`src/verilog/uart_bridge_macros.svh`:
```
`ifndef UART_BRIDGE_MACROS_SVH
`define UART_BRIDGE_MACROS_SVH

// clock cycles per serial bit, 50 MHz at 115200 baud
`define UART_CLKS_PER_BIT 434

// host command width
`define UART_CMD_WIDTH 16

// start + 8 data + parity + stop
`define UART_FRAME_BITS 11

`endif

```
`src/verilog/uart_bridge_pkg.sv`:
```
`include "uart_bridge_macros.svh"

package uart_bridge_pkg;

  // read flag, 7-bit address, write data
  typedef logic [`UART_CMD_WIDTH-1:0] cmd_t;

  typedef logic [7:0] byte_t;

  // error flag on top of the received byte
  typedef logic [8:0] read_t;

  typedef logic [15:0] baud_cnt_t;
  typedef logic [3:0]  bit_cnt_t;

  typedef enum logic [1:0] {
    ST_IDLE,
    ST_SEND_HI,
    ST_SEND_LO,
    ST_WAIT_RESP
  } ctrl_state_t;

endpackage

```
`src/verilog/uart_bridge.sv`:
```
module uart_bridge (
  input  logic                   clk,
  input  logic                   rst_n,
  input  uart_bridge_pkg::cmd_t  cmd_in,
  input  logic                   cmd_vld,
  output logic                   cmd_rdy,
  input  logic                   rx,
  output logic                   tx,
  output uart_bridge_pkg::read_t read_data,
  output logic                   read_rdy
);

  logic                   tx_start;
  uart_bridge_pkg::byte_t tx_byte;
  logic                   tx_busy;
  logic                   rx_vld;
  uart_bridge_pkg::byte_t rx_byte;
  logic                   rx_err;

  uart_cmd_ctrl u_ctrl (
    .clk       (clk),
    .rst_n     (rst_n),
    .cmd_in    (cmd_in),
    .cmd_vld   (cmd_vld),
    .cmd_rdy   (cmd_rdy),
    .tx_start  (tx_start),
    .tx_byte   (tx_byte),
    .tx_busy   (tx_busy),
    .rx_vld    (rx_vld),
    .rx_byte   (rx_byte),
    .rx_err    (rx_err),
    .read_data (read_data),
    .read_rdy  (read_rdy)
  );

  uart_tx_frame u_tx (
    .clk      (clk),
    .rst_n    (rst_n),
    .tx_start (tx_start),
    .tx_byte  (tx_byte),
    .tx       (tx),
    .tx_busy  (tx_busy)
  );

  // answers from the remote device
  uart_rx_frame u_rx (
    .clk     (clk),
    .rst_n   (rst_n),
    .rx      (rx),
    .rx_vld  (rx_vld),
    .rx_byte (rx_byte),
    .rx_err  (rx_err)
  );

endmodule

```
`src/verilog/uart_cmd_ctrl.sv`:
```
`include "uart_bridge_macros.svh"

module uart_cmd_ctrl (
  input  logic                   clk,
  input  logic                   rst_n,
  input  uart_bridge_pkg::cmd_t  cmd_in,
  input  logic                   cmd_vld,
  output logic                   cmd_rdy,
  output logic                   tx_start,
  output uart_bridge_pkg::byte_t tx_byte,
  input  logic                   tx_busy,
  input  logic                   rx_vld,
  input  uart_bridge_pkg::byte_t rx_byte,
  input  logic                   rx_err,
  output uart_bridge_pkg::read_t read_data,
  output logic                   read_rdy
);

  uart_bridge_pkg::ctrl_state_t state_q;
  uart_bridge_pkg::cmd_t        cmd_q;
  logic                         sent_q;
  logic                         accept;
  logic                         is_read;
  logic                         tx_done;
  logic                         hi_go;
  logic                         lo_go;
  logic                         resp_hit;

  assign accept  = (state_q == uart_bridge_pkg::ST_IDLE) && cmd_rdy && cmd_vld;
  assign is_read = cmd_q[`UART_CMD_WIDTH-1];

  // start pulse already seen by the transmitter and its frame finished
  assign tx_done = !tx_start && !tx_busy;

  assign hi_go    = (state_q == uart_bridge_pkg::ST_SEND_HI) && !sent_q && !tx_busy;
  // low byte is queued as the high byte frame ends
  assign lo_go    = (state_q == uart_bridge_pkg::ST_SEND_HI) && sent_q && tx_done && !is_read;
  assign resp_hit = (state_q == uart_bridge_pkg::ST_WAIT_RESP) && rx_vld;

  always_ff @(posedge clk or negedge rst_n) begin
    if (!rst_n) begin
      state_q  <= uart_bridge_pkg::ST_IDLE;
      cmd_rdy  <= 1'b1;
      tx_start <= 1'b0;
      sent_q   <= 1'b0;
      read_rdy <= 1'b0;
    end else begin
      tx_start <= hi_go || lo_go;
      read_rdy <= resp_hit;
      case (state_q)
        uart_bridge_pkg::ST_IDLE: begin
          // one recovery cycle after a write
          if (!cmd_rdy) begin
            cmd_rdy <= 1'b1;
          end else if (cmd_vld) begin
            cmd_rdy <= 1'b0;
            sent_q  <= 1'b0;
            state_q <= uart_bridge_pkg::ST_SEND_HI;
          end
        end
        uart_bridge_pkg::ST_SEND_HI: begin
          if (hi_go) begin
            sent_q <= 1'b1;
          end else if (sent_q && tx_done) begin
            state_q <= is_read ? uart_bridge_pkg::ST_WAIT_RESP : uart_bridge_pkg::ST_SEND_LO;
          end
        end
        uart_bridge_pkg::ST_SEND_LO: begin
          if (tx_done) begin
            state_q <= uart_bridge_pkg::ST_IDLE;
          end
        end
        uart_bridge_pkg::ST_WAIT_RESP: begin
          // no timeout, remote must answer
          if (rx_vld) begin
            cmd_rdy <= 1'b1;
            state_q <= uart_bridge_pkg::ST_IDLE;
          end
        end
        default: begin
          state_q <= uart_bridge_pkg::ST_IDLE;
        end
      endcase
    end
  end

  always_ff @(posedge clk) begin
    if (accept) begin
      cmd_q <= cmd_in;
    end
    if (hi_go) begin
      tx_byte <= cmd_q[`UART_CMD_WIDTH-1 -: 8];
    end else if (lo_go) begin
      tx_byte <= cmd_q[7:0];
    end
    if (resp_hit) begin
      read_data <= {rx_err, rx_byte};
    end
  end

endmodule

```
`src/verilog/uart_rx_frame.sv`:
```
`include "uart_bridge_macros.svh"

module uart_rx_frame (
  input  logic                   clk,
  input  logic                   rst_n,
  input  logic                   rx,
  output logic                   rx_vld,
  output uart_bridge_pkg::byte_t rx_byte,
  output logic                   rx_err
);

  localparam uart_bridge_pkg::baud_cnt_t BAUD_LAST =
    uart_bridge_pkg::baud_cnt_t'(`UART_CLKS_PER_BIT - 1);
  localparam uart_bridge_pkg::baud_cnt_t BAUD_HALF =
    uart_bridge_pkg::baud_cnt_t'(`UART_CLKS_PER_BIT / 2 - 1);
  localparam uart_bridge_pkg::bit_cnt_t BIT_PARITY =
    uart_bridge_pkg::bit_cnt_t'(`UART_FRAME_BITS - 2);
  localparam uart_bridge_pkg::bit_cnt_t BIT_STOP =
    uart_bridge_pkg::bit_cnt_t'(`UART_FRAME_BITS - 1);

  logic                       rx_s1;
  logic                       rx_s2;
  logic                       rx_prev;
  logic                       active_q;
  uart_bridge_pkg::baud_cnt_t baud_cnt_q;
  uart_bridge_pkg::bit_cnt_t  bit_cnt_q;
  uart_bridge_pkg::byte_t     shift_q;
  logic                       parity_q;
  logic                       fall;
  logic                       start_chk;
  logic                       sample;

  // two-flop synchronizer plus one more stage for edge detect
  always_ff @(posedge clk or negedge rst_n) begin
    if (!rst_n) begin
      rx_s1   <= 1'b1;
      rx_s2   <= 1'b1;
      rx_prev <= 1'b1;
    end else begin
      rx_s1   <= rx;
      rx_s2   <= rx_s1;
      rx_prev <= rx_s2;
    end
  end

  assign fall      = rx_prev && !rx_s2;
  assign start_chk = active_q && (bit_cnt_q == '0) && (baud_cnt_q == BAUD_HALF);
  assign sample    = active_q && (bit_cnt_q != '0) && (baud_cnt_q == BAUD_LAST);

  always_ff @(posedge clk or negedge rst_n) begin
    if (!rst_n) begin
      active_q   <= 1'b0;
      baud_cnt_q <= '0;
      bit_cnt_q  <= '0;
      rx_vld     <= 1'b0;
    end else begin
      rx_vld <= 1'b0;
      if (!active_q) begin
        if (fall) begin
          active_q   <= 1'b1;
          baud_cnt_q <= '0;
          bit_cnt_q  <= '0;
        end
      end else if (start_chk) begin
        baud_cnt_q <= '0;
        // line back high at mid start, treat as a glitch
        if (rx_s2) begin
          active_q <= 1'b0;
        end else begin
          bit_cnt_q <= bit_cnt_q + 1'b1;
        end
      end else if (sample) begin
        baud_cnt_q <= '0;
        if (bit_cnt_q == BIT_STOP) begin
          active_q <= 1'b0;
          rx_vld   <= 1'b1;
        end else begin
          bit_cnt_q <= bit_cnt_q + 1'b1;
        end
      end else begin
        baud_cnt_q <= baud_cnt_q + 1'b1;
      end
    end
  end

  always_ff @(posedge clk) begin
    if (sample) begin
      if (bit_cnt_q < BIT_PARITY) begin
        // data arrives lsb first
        shift_q <= {rx_s2, shift_q[7:1]};
      end else if (bit_cnt_q == BIT_PARITY) begin
        parity_q <= rx_s2;
      end else begin
        rx_byte <= shift_q;
        // even ones count or low stop bit
        rx_err  <= ~(^{shift_q, parity_q}) | ~rx_s2;
      end
    end
  end

endmodule

```
`src/verilog/uart_tx_frame.sv`:
```
`include "uart_bridge_macros.svh"

module uart_tx_frame (
  input  logic                   clk,
  input  logic                   rst_n,
  input  logic                   tx_start,
  input  uart_bridge_pkg::byte_t tx_byte,
  output logic                   tx,
  output logic                   tx_busy
);

  localparam uart_bridge_pkg::baud_cnt_t BAUD_LAST =
    uart_bridge_pkg::baud_cnt_t'(`UART_CLKS_PER_BIT - 1);
  localparam uart_bridge_pkg::bit_cnt_t BIT_LAST =
    uart_bridge_pkg::bit_cnt_t'(`UART_FRAME_BITS - 1);

  logic [`UART_FRAME_BITS-1:0] frame_q;
  uart_bridge_pkg::baud_cnt_t  baud_cnt_q;
  uart_bridge_pkg::bit_cnt_t   bit_cnt_q;
  logic                        busy_q;
  logic                        parity;
  logic                        bit_end;

  // odd parity, byte plus parity has an odd count of ones
  assign parity  = ~^tx_byte;
  assign bit_end = (baud_cnt_q == BAUD_LAST);

  always_ff @(posedge clk or negedge rst_n) begin
    if (!rst_n) begin
      frame_q    <= '1;
      baud_cnt_q <= '0;
      bit_cnt_q  <= '0;
      busy_q     <= 1'b0;
    end else if (tx_start && !busy_q) begin
      // lsb goes out first, start bit sits at bit 0
      frame_q    <= {1'b1, parity, tx_byte, 1'b0};
      baud_cnt_q <= '0;
      bit_cnt_q  <= '0;
      busy_q     <= 1'b1;
    end else if (busy_q) begin
      if (bit_end) begin
        baud_cnt_q <= '0;
        if (bit_cnt_q == BIT_LAST) begin
          // stop bit done, line stays high
          busy_q <= 1'b0;
        end else begin
          bit_cnt_q <= bit_cnt_q + 1'b1;
          frame_q   <= {1'b1, frame_q[`UART_FRAME_BITS-1:1]};
        end
      end else begin
        baud_cnt_q <= baud_cnt_q + 1'b1;
      end
    end
  end

  // idle level is high through the all-ones fill
  assign tx      = frame_q[0];
  assign tx_busy = busy_q;

endmodule
```
`config.mk`:
```
export PLATFORM = sky130hd
export DESIGN_NAME = uart_bridge
export DESIGN_NICKNAME = d
export VERILOG_FILES = /design/src/verilog/uart_bridge_pkg.sv /design/src/verilog/uart_bridge.sv /design/src/verilog/uart_cmd_ctrl.sv /design/src/verilog/uart_rx_frame.sv /design/src/verilog/uart_tx_frame.sv
export VERILOG_INCLUDE_DIRS = /design/src /design/src/verilog
export SDC_FILE = /design/constraint.sdc
export NUM_CORES = 1
export LEC_CHECK = 0
export BUFFER_PORTS_ARGS = -buffer_cell sky130_fd_sc_hd__buf_4
export CAP_MARGIN = 20
export CORE_MARGIN = 2
export CORE_UTILIZATION = 60
export CTS_CLUSTER_SIZE = 12
export DETAILED_ROUTE_END_ITERATION = 8
export PLACE_DENSITY = 0.77
export SLEW_MARGIN = 5
export SYNTH_ARGS = -nofsm -noshare
export SYNTH_HDL_FRONTEND = slang
export SYNTH_HIERARCHICAL = 1
export SYNTH_SLANG_ARGS = --single-unit
```
`constraint.sdc`:
```
create_clock -name clk -period 2.85 [get_ports clk]
set_input_delay 0.7125 -clock clk [delete_from_list [all_inputs] [get_ports clk]]
set_output_delay 0.7125 -clock clk [all_outputs]
set_load 0.02 [all_outputs]
```
==> results of run 1 <==
[cell usage in the layout, fill, tap and decap left out, types with 9 or more instances in the layout]
| cell | netlist | final |
|---|---|---|
| edfxtp_1 | 51 | 51 |
| dfrtp_1 | 48 | 48 |
| nand2_1 | 44 | 44 |
| buf_4 | 2 | 38 |
| nor2_1 | 34 | 34 |
| xnor2_1 | 23 | 23 |
| inv_1 | 18 | 18 |
| clkbuf_16 | 0 | 16 |
| a31oi_1 | 16 | 16 |
| a21oi_1 | 14 | 14 |
| dfstp_2 | 14 | 14 |
| nand3_1 | 14 | 14 |
| ha_1 | 12 | 12 |
| nor2_2 | 10 | 10 |
| nor3_1 | 10 | 9 |
[synth_stat cells, types with 2 or more instances]
cell	n
a211oi_1	2
a21oi_1	14
a22o_1	2
a31oi_1	16
a41oi_1	3
and2_1	4
and3_1	6
and3b_1	2
and4_1	3
buf_2	3
buf_4	2
clkbuf_1	5
dfrtp_1	48
dfstp_2	14
edfxtp_1	51
ha_1	12
inv_1	18
mux2_2	8
nand2_1	44
nand2b_1	7
nand3_1	14
nand4_1	7
nor2_1	34
nor2_2	10
nor3_1	10
nor3b_1	2
nor4_1	4
o2111ai_1	2
o211ai_1	2
o21a_1	2
o21ai_0	7
o21ai_1	6
o31ai_1	4
or3_1	5
or3b_1	2
xnor2_1	23
xor2_1	3
[power breakdown]
part           leakage (uW)  total, uW  internal, uW  switching [uW]
clock network      0.000277       1990          1180             805
logic              0.000910        567           267             300
registers           0.00124       2160          1950             214
total               0.00243       4720          3400            1320
[flip-flops by register name (all words and copies together), names as in the netlist, 2 cells and up]
signal / cells
u_ctrl/cmd_q: 16
u_rx/baud_cnt_q: 16
u_tx/baud_cnt_q: 16
u_tx/frame_q: 10
u_ctrl/read_data: 9
u_ctrl/tx_byte: 8
u_rx/rx_byte: 8
u_rx/shift_q: 8
u_rx/bit_cnt_q: 4
u_tx/bit_cnt_q: 4
u_ctrl/state_q: 2
[kinds of logic (layout without fill, tap and decap cells)]
| logic type | Yosys count | count (layout) |
|---|---|---|
| and+or+nand+nor | 168 | 168 |
| DFF | 113 | 113 |
| AOI/OAI and AO/OA | 74 | 74 |
| buffers and inverters | 29 | 88 |
| xor gates and xnor gates | 26 | 26 |
| adders and majority gates | 12 | 12 |
| muxes | 10 | 10 |
[final cells by class]
type / count / area, um2
repair buffers: 38 / 285.3
fillers: 530 / 2197
flip-flops and latches: 113 / 3100
multi-input cells: 290 / 1916
clock buffers: 17 / 414.1
clock inverters: 15 / 146.4
inverters: 18 / 67.56
well taps: 105 / 131.4
[per-stage QoR]
stage / setup slack (ps) / cell area (um2) / hold slack [ps] / instances
final: 428.0 / 6061 / 276.1 / 596
after global routing: 286.4 / 6061 / 271.1 / 596
after detailed placement: 479.7 / 5500 / 348.2 / 564
after global placement: 555.9 / 5500 / 347.2 / 564
after CTS: 434.0 / 6061 / 285.5 / 596
after floorplan: 397.3 / 5139 / 345.2 / 432
[routing by layer]
layer  wire, um  vias up
li1           -     1671
met1       4322     1713
met2       5261       82
met3        390        9
met4         85        0
met5          0        -
[worst register-to-register path, cell delays in order, from the launching register on]
cell and delay [ps]:
dfrtp_1 420, inv_1 190, ha_1 170, or3b_4 400
or2_1 280, o31ai_1 460, nor3_1 120, a211o_1 280
[final timing paths]
path	start	slack, ps	cells past startpoint	endpoint
max	u_rx/bit_cnt_q[0]	430	7	u_rx/baud_cnt_q[3]
min	rst_n	280	1	u_tx/baud_cnt_q[8]
max reg2reg	u_rx/bit_cnt_q[0]	430	7	u_rx/baud_cnt_q[3]
min reg2reg	u_rx/rx_s1	360	0	u_rx/rx_s2
max in group asynchronous	rst_n	2060	1	u_ctrl/read_rdy
min in group clk	rx	310	1	u_rx/rx_s1
==> results.json, run 1 <==
{
  "cts_htree_levels": 4,
  "crit_path_end_kind": "flop",
  "drv_slew": 0,
  "max_stage_delay_ps": 460,
  "yosysSeqAreaShare_pct": 60.34,
  "synth_edf_count": 51,
  "finalSetupTns_ps": 0,
  "cts_buffers": 17,
  "crit_family": "simple AND/OR/NAND/NOR gates",
  "synth_area_leader_cell": "edfxtp_1",
  "cts_sinks": 113,
  "initialDrtViolationCount": 185,
  "synth_ff_type": "edfxtp_1",
  "die_h_um": 96.55,
  "synth_top_family_by_area": "simple AND/OR/NAND/NOR gates",
  "cp_data_required_time_ps": 3250,
  "met3_usage_pct": 6.206,
  "ys_types": 68,
  "routedWlPerCell_um": 16.88,
  "grt_util_met2_pct": 37.56,
  "max_freq_mhz": 412.9,
  "powerDensity_mw_per_mm2": 778.1,
  "antenna_cells": 0,
  "vias": 3475,
  "root_buffer": "clkbuf_8",
  "io_pins": 32,
  "dr.pass1.iters": 4,
  "grt_pass1_wl_um": 15930,
  "ant_nets": 0,
  "slew_headroom_pct": 48.62,
  "top_usage_layer": "met2",
  "async_flop_share_pct": 54.87,
  "drc": 0,
  "row_count": 33,
  "grt_max_degree": 63,
  "path_buf_inv": 1,
  "maxCapViolCount": 0,
  "cts_tree": "done",
  "ctsHoldBuffers": 0,
  "synth_top_area_share_pct": 29.80,
  "synth_mux_area_share_pct": 2.167,
  "rsz0062_at_grt": "false",
  "fin_util_pct": 73.39,
  "total_power_uw": 4716,
  "cp.arrival_ps": 2820,
  "synthAdderAreaFrac_pct": 2.922,
  "slowest_stage": "o31ai_1",
  "clock_latency_ps": 510,
  "grt_use_total_pct": 23.00,
  "yosys.area_share.simple_pct": 17.80,
  "synth_xor_area_share_pct": 4.431,
  "syn_area_per_cell_um2": 11.90,
  "cts_setup_buffers": 0,
  "ir_worst_vdd_mv": 0.3793,
  "wirelength_um": 10060,
  "setup_viol": 0,
  "gp_congestion": 0.8302,
  "path_cells": "inv_1 -> ha_1 -> or3b_4 -> or2_1 -> o31ai_1 -> nor3_1 -> a211o_1",
  "cts_buffer_depth": 2,
  "leakagePower_uw": 0.002426,
  "die_area_mm2": 0.009321,
  "synth_cells": 432,
  "yosysWarnings": 6,
  "portBuffers": 31,
  "antenna_found_initial": 0,
  "synth_seq_cells": 113,
  "grt_pass1_vias": 3307,
  "hold_viol": 0,
  "fin_crit_sh_pct": 84.98,
  "viasPerCell": 5.831,
  "area_growth_pct": 17.94,
  "min_period_ps": 2422,
  "core_area_mm2": 0.008258,
  "min_path_type": "in2async",
  "syn_area_mm2": 0.005139,
  "die_w_um": 96.55,
  "clk_pin_slew_ps": 60,
  "crit_type": "reg2reg",
  "grt_overflow": 0,
  "crit_fanout": 6,
  "cts_resized": 0,
  "outcome": "finished, final reports clean",
  "finClkSkew_ps": 10.18,
  "fin_nets": 510,
  "dp_hpwl_um": 6131,
  "syn-num-nets": 464,
  "setup.worst_path.start_class": "flop",
  "synth_compound_area_share_pct": 9.861,
  "drive_gt1_share_pct": 23.42,
  "worst_slew_pin_slew_ps": 770.7,
  "use_met1_pct": 29.45,
  "synth_area_leaders": "edfxtp_1 (30%), dfrtp_1 (23%), dfstp_2 (7.2%)",
  "initial_core_util_pct": 62.23
}
No activity file was read; power rests on OpenSTA's default activity.
==> run 2, diff against run 1 <==
Clock period 2.85 ns to 2.3 ns, I/O delays scaled along.
==> results.json, run 2 (synthesis gave the netlist of run 1 again) <==
{
  "outcome": "finished, final reports clean",
  "gp_congestion": 0.9034,
  "r2r_end": "u_rx/baud_cnt_q[3]",
  "routedWlPerCell_um": 18.13,
  "vias": 3623,
  "grt_overflow": 0,
  "area_growth_pct": 21.40,
  "die_h_um": 96.55,
  "min_period_ps": 2192,
  "leakagePower_uw": 0.002516,
  "reg_top3": "u_ctrl/cmd_q (16), u_rx/baud_cnt_q (16), u_tx/baud_cnt_q (16)",
  "io_pins": 32,
  "cts_sinks": 113,
  "viasPerCell": 5.901,
  "rsz0062_at_grt": "false",
  "dr.pass1.iters": 5,
  "die_w_um": 96.55,
  "setup.worst_path.start_class": "flop",
  "grt_use_total_pct": 26.16,
  "ctsHoldBuffers": 0,
  "die_area_mm2": 0.009321,
  "fin_nets": 528,
  "cp_data_required_time_ps": 2700,
  "path_cells": "inv_1 -> ha_1 -> or3b_4 -> or2_4 -> o31a_1 -> and3_1 -> a211o_1",
  "initial_core_util_pct": 62.23,
  "mostFrequentLayoutCells": "buf_4 (55), edfxtp_1 (51), dfrtp_1 (48)",
  "row_count": 33,
  "finClkSkew_ps": 9.460,
  "drive_gt1_share_pct": 26.33,
  "ir_worst_vdd_mv": 0.6614,
  "worst_slew_pin_slew_ps": 633.7,
  "slew_headroom_pct": 57.75,
  "min_path_type": "in2async",
  "clk_pin_slew_ps": 60,
  "crit_fanout": 4,
  "ant_nets": 0,
  "grt_pass1_vias": 3644,
  "maxCapViolCount": 0,
  "core_area_mm2": 0.008258,
  "cts_buffers": 17,
  "clock_latency_ps": 520,
  "antenna_found_initial": 0,
  "crit_path_end_kind": "flop",
  "antenna_cells": 0,
  "grt_max_degree": 38,
  "root_buffer": "clkbuf_8",
  "drc": 0,
  "grt_pass1_wl_um": 17850,
  "finalSetupTns_ps": 0,
  "dp_hpwl_um": 6773,
  "hold_viol": 0,
  "setup_viol": 0,
  "crit_family": "simple AND/OR/NAND/NOR gates",
  "startpoint": "u_rx/bit_cnt_q[1]",
  "cts_buffer_depth": 2,
  "max_freq_mhz": 456.3,
  "cts_tree": "done",
  "powerDensity_mw_per_mm2": 963.3,
  "drv_slew": 0,
  "cts_htree_levels": 4,
  "r2r_slack_ps": 110,
  "reg2reg_depth": 7,
  "max_stage_delay_ps": 400,
  "initialDrtViolationCount": 176,
  "path_buf_inv": 1,
  "hold_slack_ps": 16.26,
  "reg2reg_from": "u_rx/bit_cnt_q[1]",
  "cp.arrival_ps": 2590,
  "crit_type": "reg2reg",
  "slowest_stage": "or3b_4",
  "fin_crit_sh_pct": 95.29,
  "portBuffers": 31,
  "final_common_cell": "buf_4",
  "wirelength_um": 11130
}
[run 2: cell types whose count changed in the layout (fill, tap and decap cells not counted), moves of 2 or more]
| cell | change |
|---|---|
| buf_4 | +17 |
| clkinv_4 | +2 |
| clkinvlp_4 | +3 |
| inv_6 | -5 |
[run 2: how the worst max path moves through the flow]
stage | end | slack (ps) | cells past startpoint
2_1_floorplan | u_rx/shift_q[0] | 50 | 6
3_3_place_gp | u_rx/baud_cnt_q[3] | 130 | 7
3_5_place_dp | u_rx/baud_cnt_q[3] | 70 | 7
4_1_cts | u_rx/baud_cnt_q[3] | 40 | 7
5_1_grt | u_rx/baud_cnt_q[3] | 30 | 7
6_report | u_rx/baud_cnt_q[3] | 110 | 7
[run 2: cell type report]
class / count / area (um2)
clock inverter: 14 / 156.4
clock buffer: 18 / 417.9
fill: 517 / 2019
tap: 105 / 131.4
sequential: 113 / 3100
timing repair buffer: 56 / 432.9
multi-input combinational: 290 / 1932
inverter: 18 / 67.56
[run 2: through the flow]
stage / setup WS (ps) / cell area, um2 / utilization (%) / power [uW] / instances
2_1_floorplan: 49.93 / 5144 / - / 3148 / 432
3_3_place_gp: 126.9 / 5625 / 68.12 / 3382 / 579
3_5_place_dp: 66.03 / 5625 / 68.12 / 3435 / 579
4_1_cts: 42.50 / 6200 / 75.08 / 6014 / 611
5_1_grt: 28.44 / 6238 / 75.55 / 6266 / 614
6_report: 108.3 / 6238 / 75.55 / 6010 / 614
[run 2: power breakdown]
part,switching (uW),internal [uW],total [uW]
sequential,257,2420,2670
clock,986,1550,2540
combinational,423,374,797
total,1670,4340,6010
[run 2: repair_timing]
item / in CTS / in global routing
gates resized for setup: 0 / 3
buffers inserted: 0 / 3
setup endpoints to repair: 0 / 4
[run 2: per-layer routing]
metal / vias up / global-route usage (%) / wire length, um
met3: 33 / 7.991 / 629
met4: 0 / 14.20 / 346
li1: 1701 / - / -
met2: 136 / 42.19 / 5589
met5: - / 0 / 0
met1: 1753 / 31.52 / 4566
==> run 3, diff against run 2 <==
Settings changed: CORE_ASPECT_RATIO set to 1.4.
==> results.json, run 3 (synthesis gave the netlist of run 1 again) <==
{
  "powerDensity_mw_per_mm2": 969.9,
  "setup_ws_ps": 55.44,
  "drive_gt1_share_pct": 24.10,
  "fin_crit_sh_pct": 97.59,
  "routedWlPerCell_um": 15.80,
  "antenna_found_initial": 0,
  "hold_viol": 0,
  "die_h_um": 113.5,
  "die_w_um": 82.22,
  "fin_nets": 521,
  "antenna_cells": 0,
  "row_count": 39,
  "leakagePower_uw": 0.002489,
  "final_cells": 604,
  "grt_overflow": 0,
  "initialDrtViolationCount": 183,
  "core_area_mm2": 0.008247,
  "reg_top3": "u_ctrl/cmd_q (16), u_rx/baud_cnt_q (16), u_tx/baud_cnt_q (16)",
  "cts_htree_levels": 4,
  "dp_hpwl_um": 6207,
  "worst_slew_pin_slew_ps": 788.5,
  "crit_fanout": 4,
  "finClkSkew_ps": 7.341,
  "postLayoutCellArea_mm2": 0.006200,
  "grt_max_degree": 63,
  "clock_latency_ps": 400,
  "io_pins": 32,
  "cp_data_required_time_ps": 2580,
  "gp_congestion": 0.7874,
  "cts_buffer_depth": 2,
  "clk_pin_slew_ps": 50,
  "grt_pass1_wl_um": 16360,
  "cts_tree": "done",
  "mostFrequentLayoutCells": "edfxtp_1 (51), buf_4 (48), dfrtp_1 (47)",
  "cts_buffers": 17,
  "placed_cell_area_mm2": 0.005577,
  "slew_headroom_pct": 47.43,
  "grt_pass1_vias": 3545,
  "hold_slack_ps": 234.1,
  "min_period_ps": 2245,
  "min_path_type": "in2async",
  "root_buffer": "clkbuf_16",
  "viasPerCell": 5.831,
  "wirelength_um": 9545,
  "maxCapViolCount": 0,
  "cp.arrival_ps": 2520,
  "outcome": "finished, final reports clean",
  "drc": 0,
  "crit_type": "reg2reg",
  "vias": 3522,
  "grt_use_total_pct": 23.27,
  "dr.pass1.iters": 4,
  "ir_worst_vdd_mv": 0.7207,
  "setup_viol": 0,
  "ant_nets": 0,
  "die_area_mm2": 0.009331,
  "drv_slew": 0,
  "fillers": 547,
  "cts_sinks": 113,
  "place_ws_ps": 101.1,
  "dp.cells": 570,
  "portBuffers": 31,
  "fin_util_pct": 75.18,
  "crit_path_end_kind": "flop",
  "final_common_cell": "edfxtp_1",
  "area_growth_pct": 20.65,
  "initial_core_util_pct": 62.31,
  "setup.worst_path.start_class": "flop",
  "max_freq_mhz": 445.5
}
-- run 3: stage by stage --
stage | TNS, ps | total power, uW
2_1_floorplan | 0 | 3148
3_3_place_gp | 0 | 3352
3_5_place_dp | 0 | 3395
4_1_cts | 0 | 6060
5_1_grt | -14.22 | 6299
6_report | 0 | 6013
-- run 3: report_power, final --
part           internal (uW)  leakage [uW]  switching, uW
clock                   1790      0.000285            848
sequential              2420       0.00124            257
combinational            339      0.000967            360
total                   4550       0.00249           1470
-- run 3: timing repair --
action | 4_1_cts | 5_1_grt
endpoints found under the setup margin | 1 | 2
resized for setup | 1 | 1
pin swaps | 0 | 2
buffers inserted | 0 | 2
hold buffers | 0 | 0
-- run 3: final timing paths --
check | start | end | slack (ps) | cells past startpoint
max | u_rx/bit_cnt_q[0] | u_rx/baud_cnt_q[3] | 60 | 7
min | rst_n | u_tx/baud_cnt_q[15] | 230 | 1
max reg2reg | u_rx/bit_cnt_q[0] | u_rx/baud_cnt_q[3] | 60 | 7
min reg2reg | u_rx/rx_s1 | u_rx/rx_s2 | 370 | 0
max in group asynchronous | rst_n | u_rx/baud_cnt_q[1] | 1480 | 1
min in group clk | rx | u_rx/rx_s1 | 290 | 1
-- run 3: area by class of cell --
type,count,area [um2],share of cell area [%]
timing repair buffer,49,380.4,6.135
tap,102,127.6,2.059
sequential,113,3102,50.03
inverter,18,67.56,1.090
clock inverter,13,167.7,2.704
clock buffer,19,432.9,6.983
multi-input combinational,290,1922,31.00
-- run 3: layer usage --
metal  GRT usage, %  share of wire (%)  wire length [um]
met3          6.171                4.3               406
met1          27.32                 40              3840
met5              0                  0                 0
met4          8.667                1.2               114
met2          40.11                 54              5183
-- run 3: critical path, stage by stage (launching register included) --
cell     delay [ps]
dfrtp_1         410
inv_1            90
ha_1            160
or3b_4          400
or2_1           280
o31a_1          360
and3_1          190
a211o_1         230
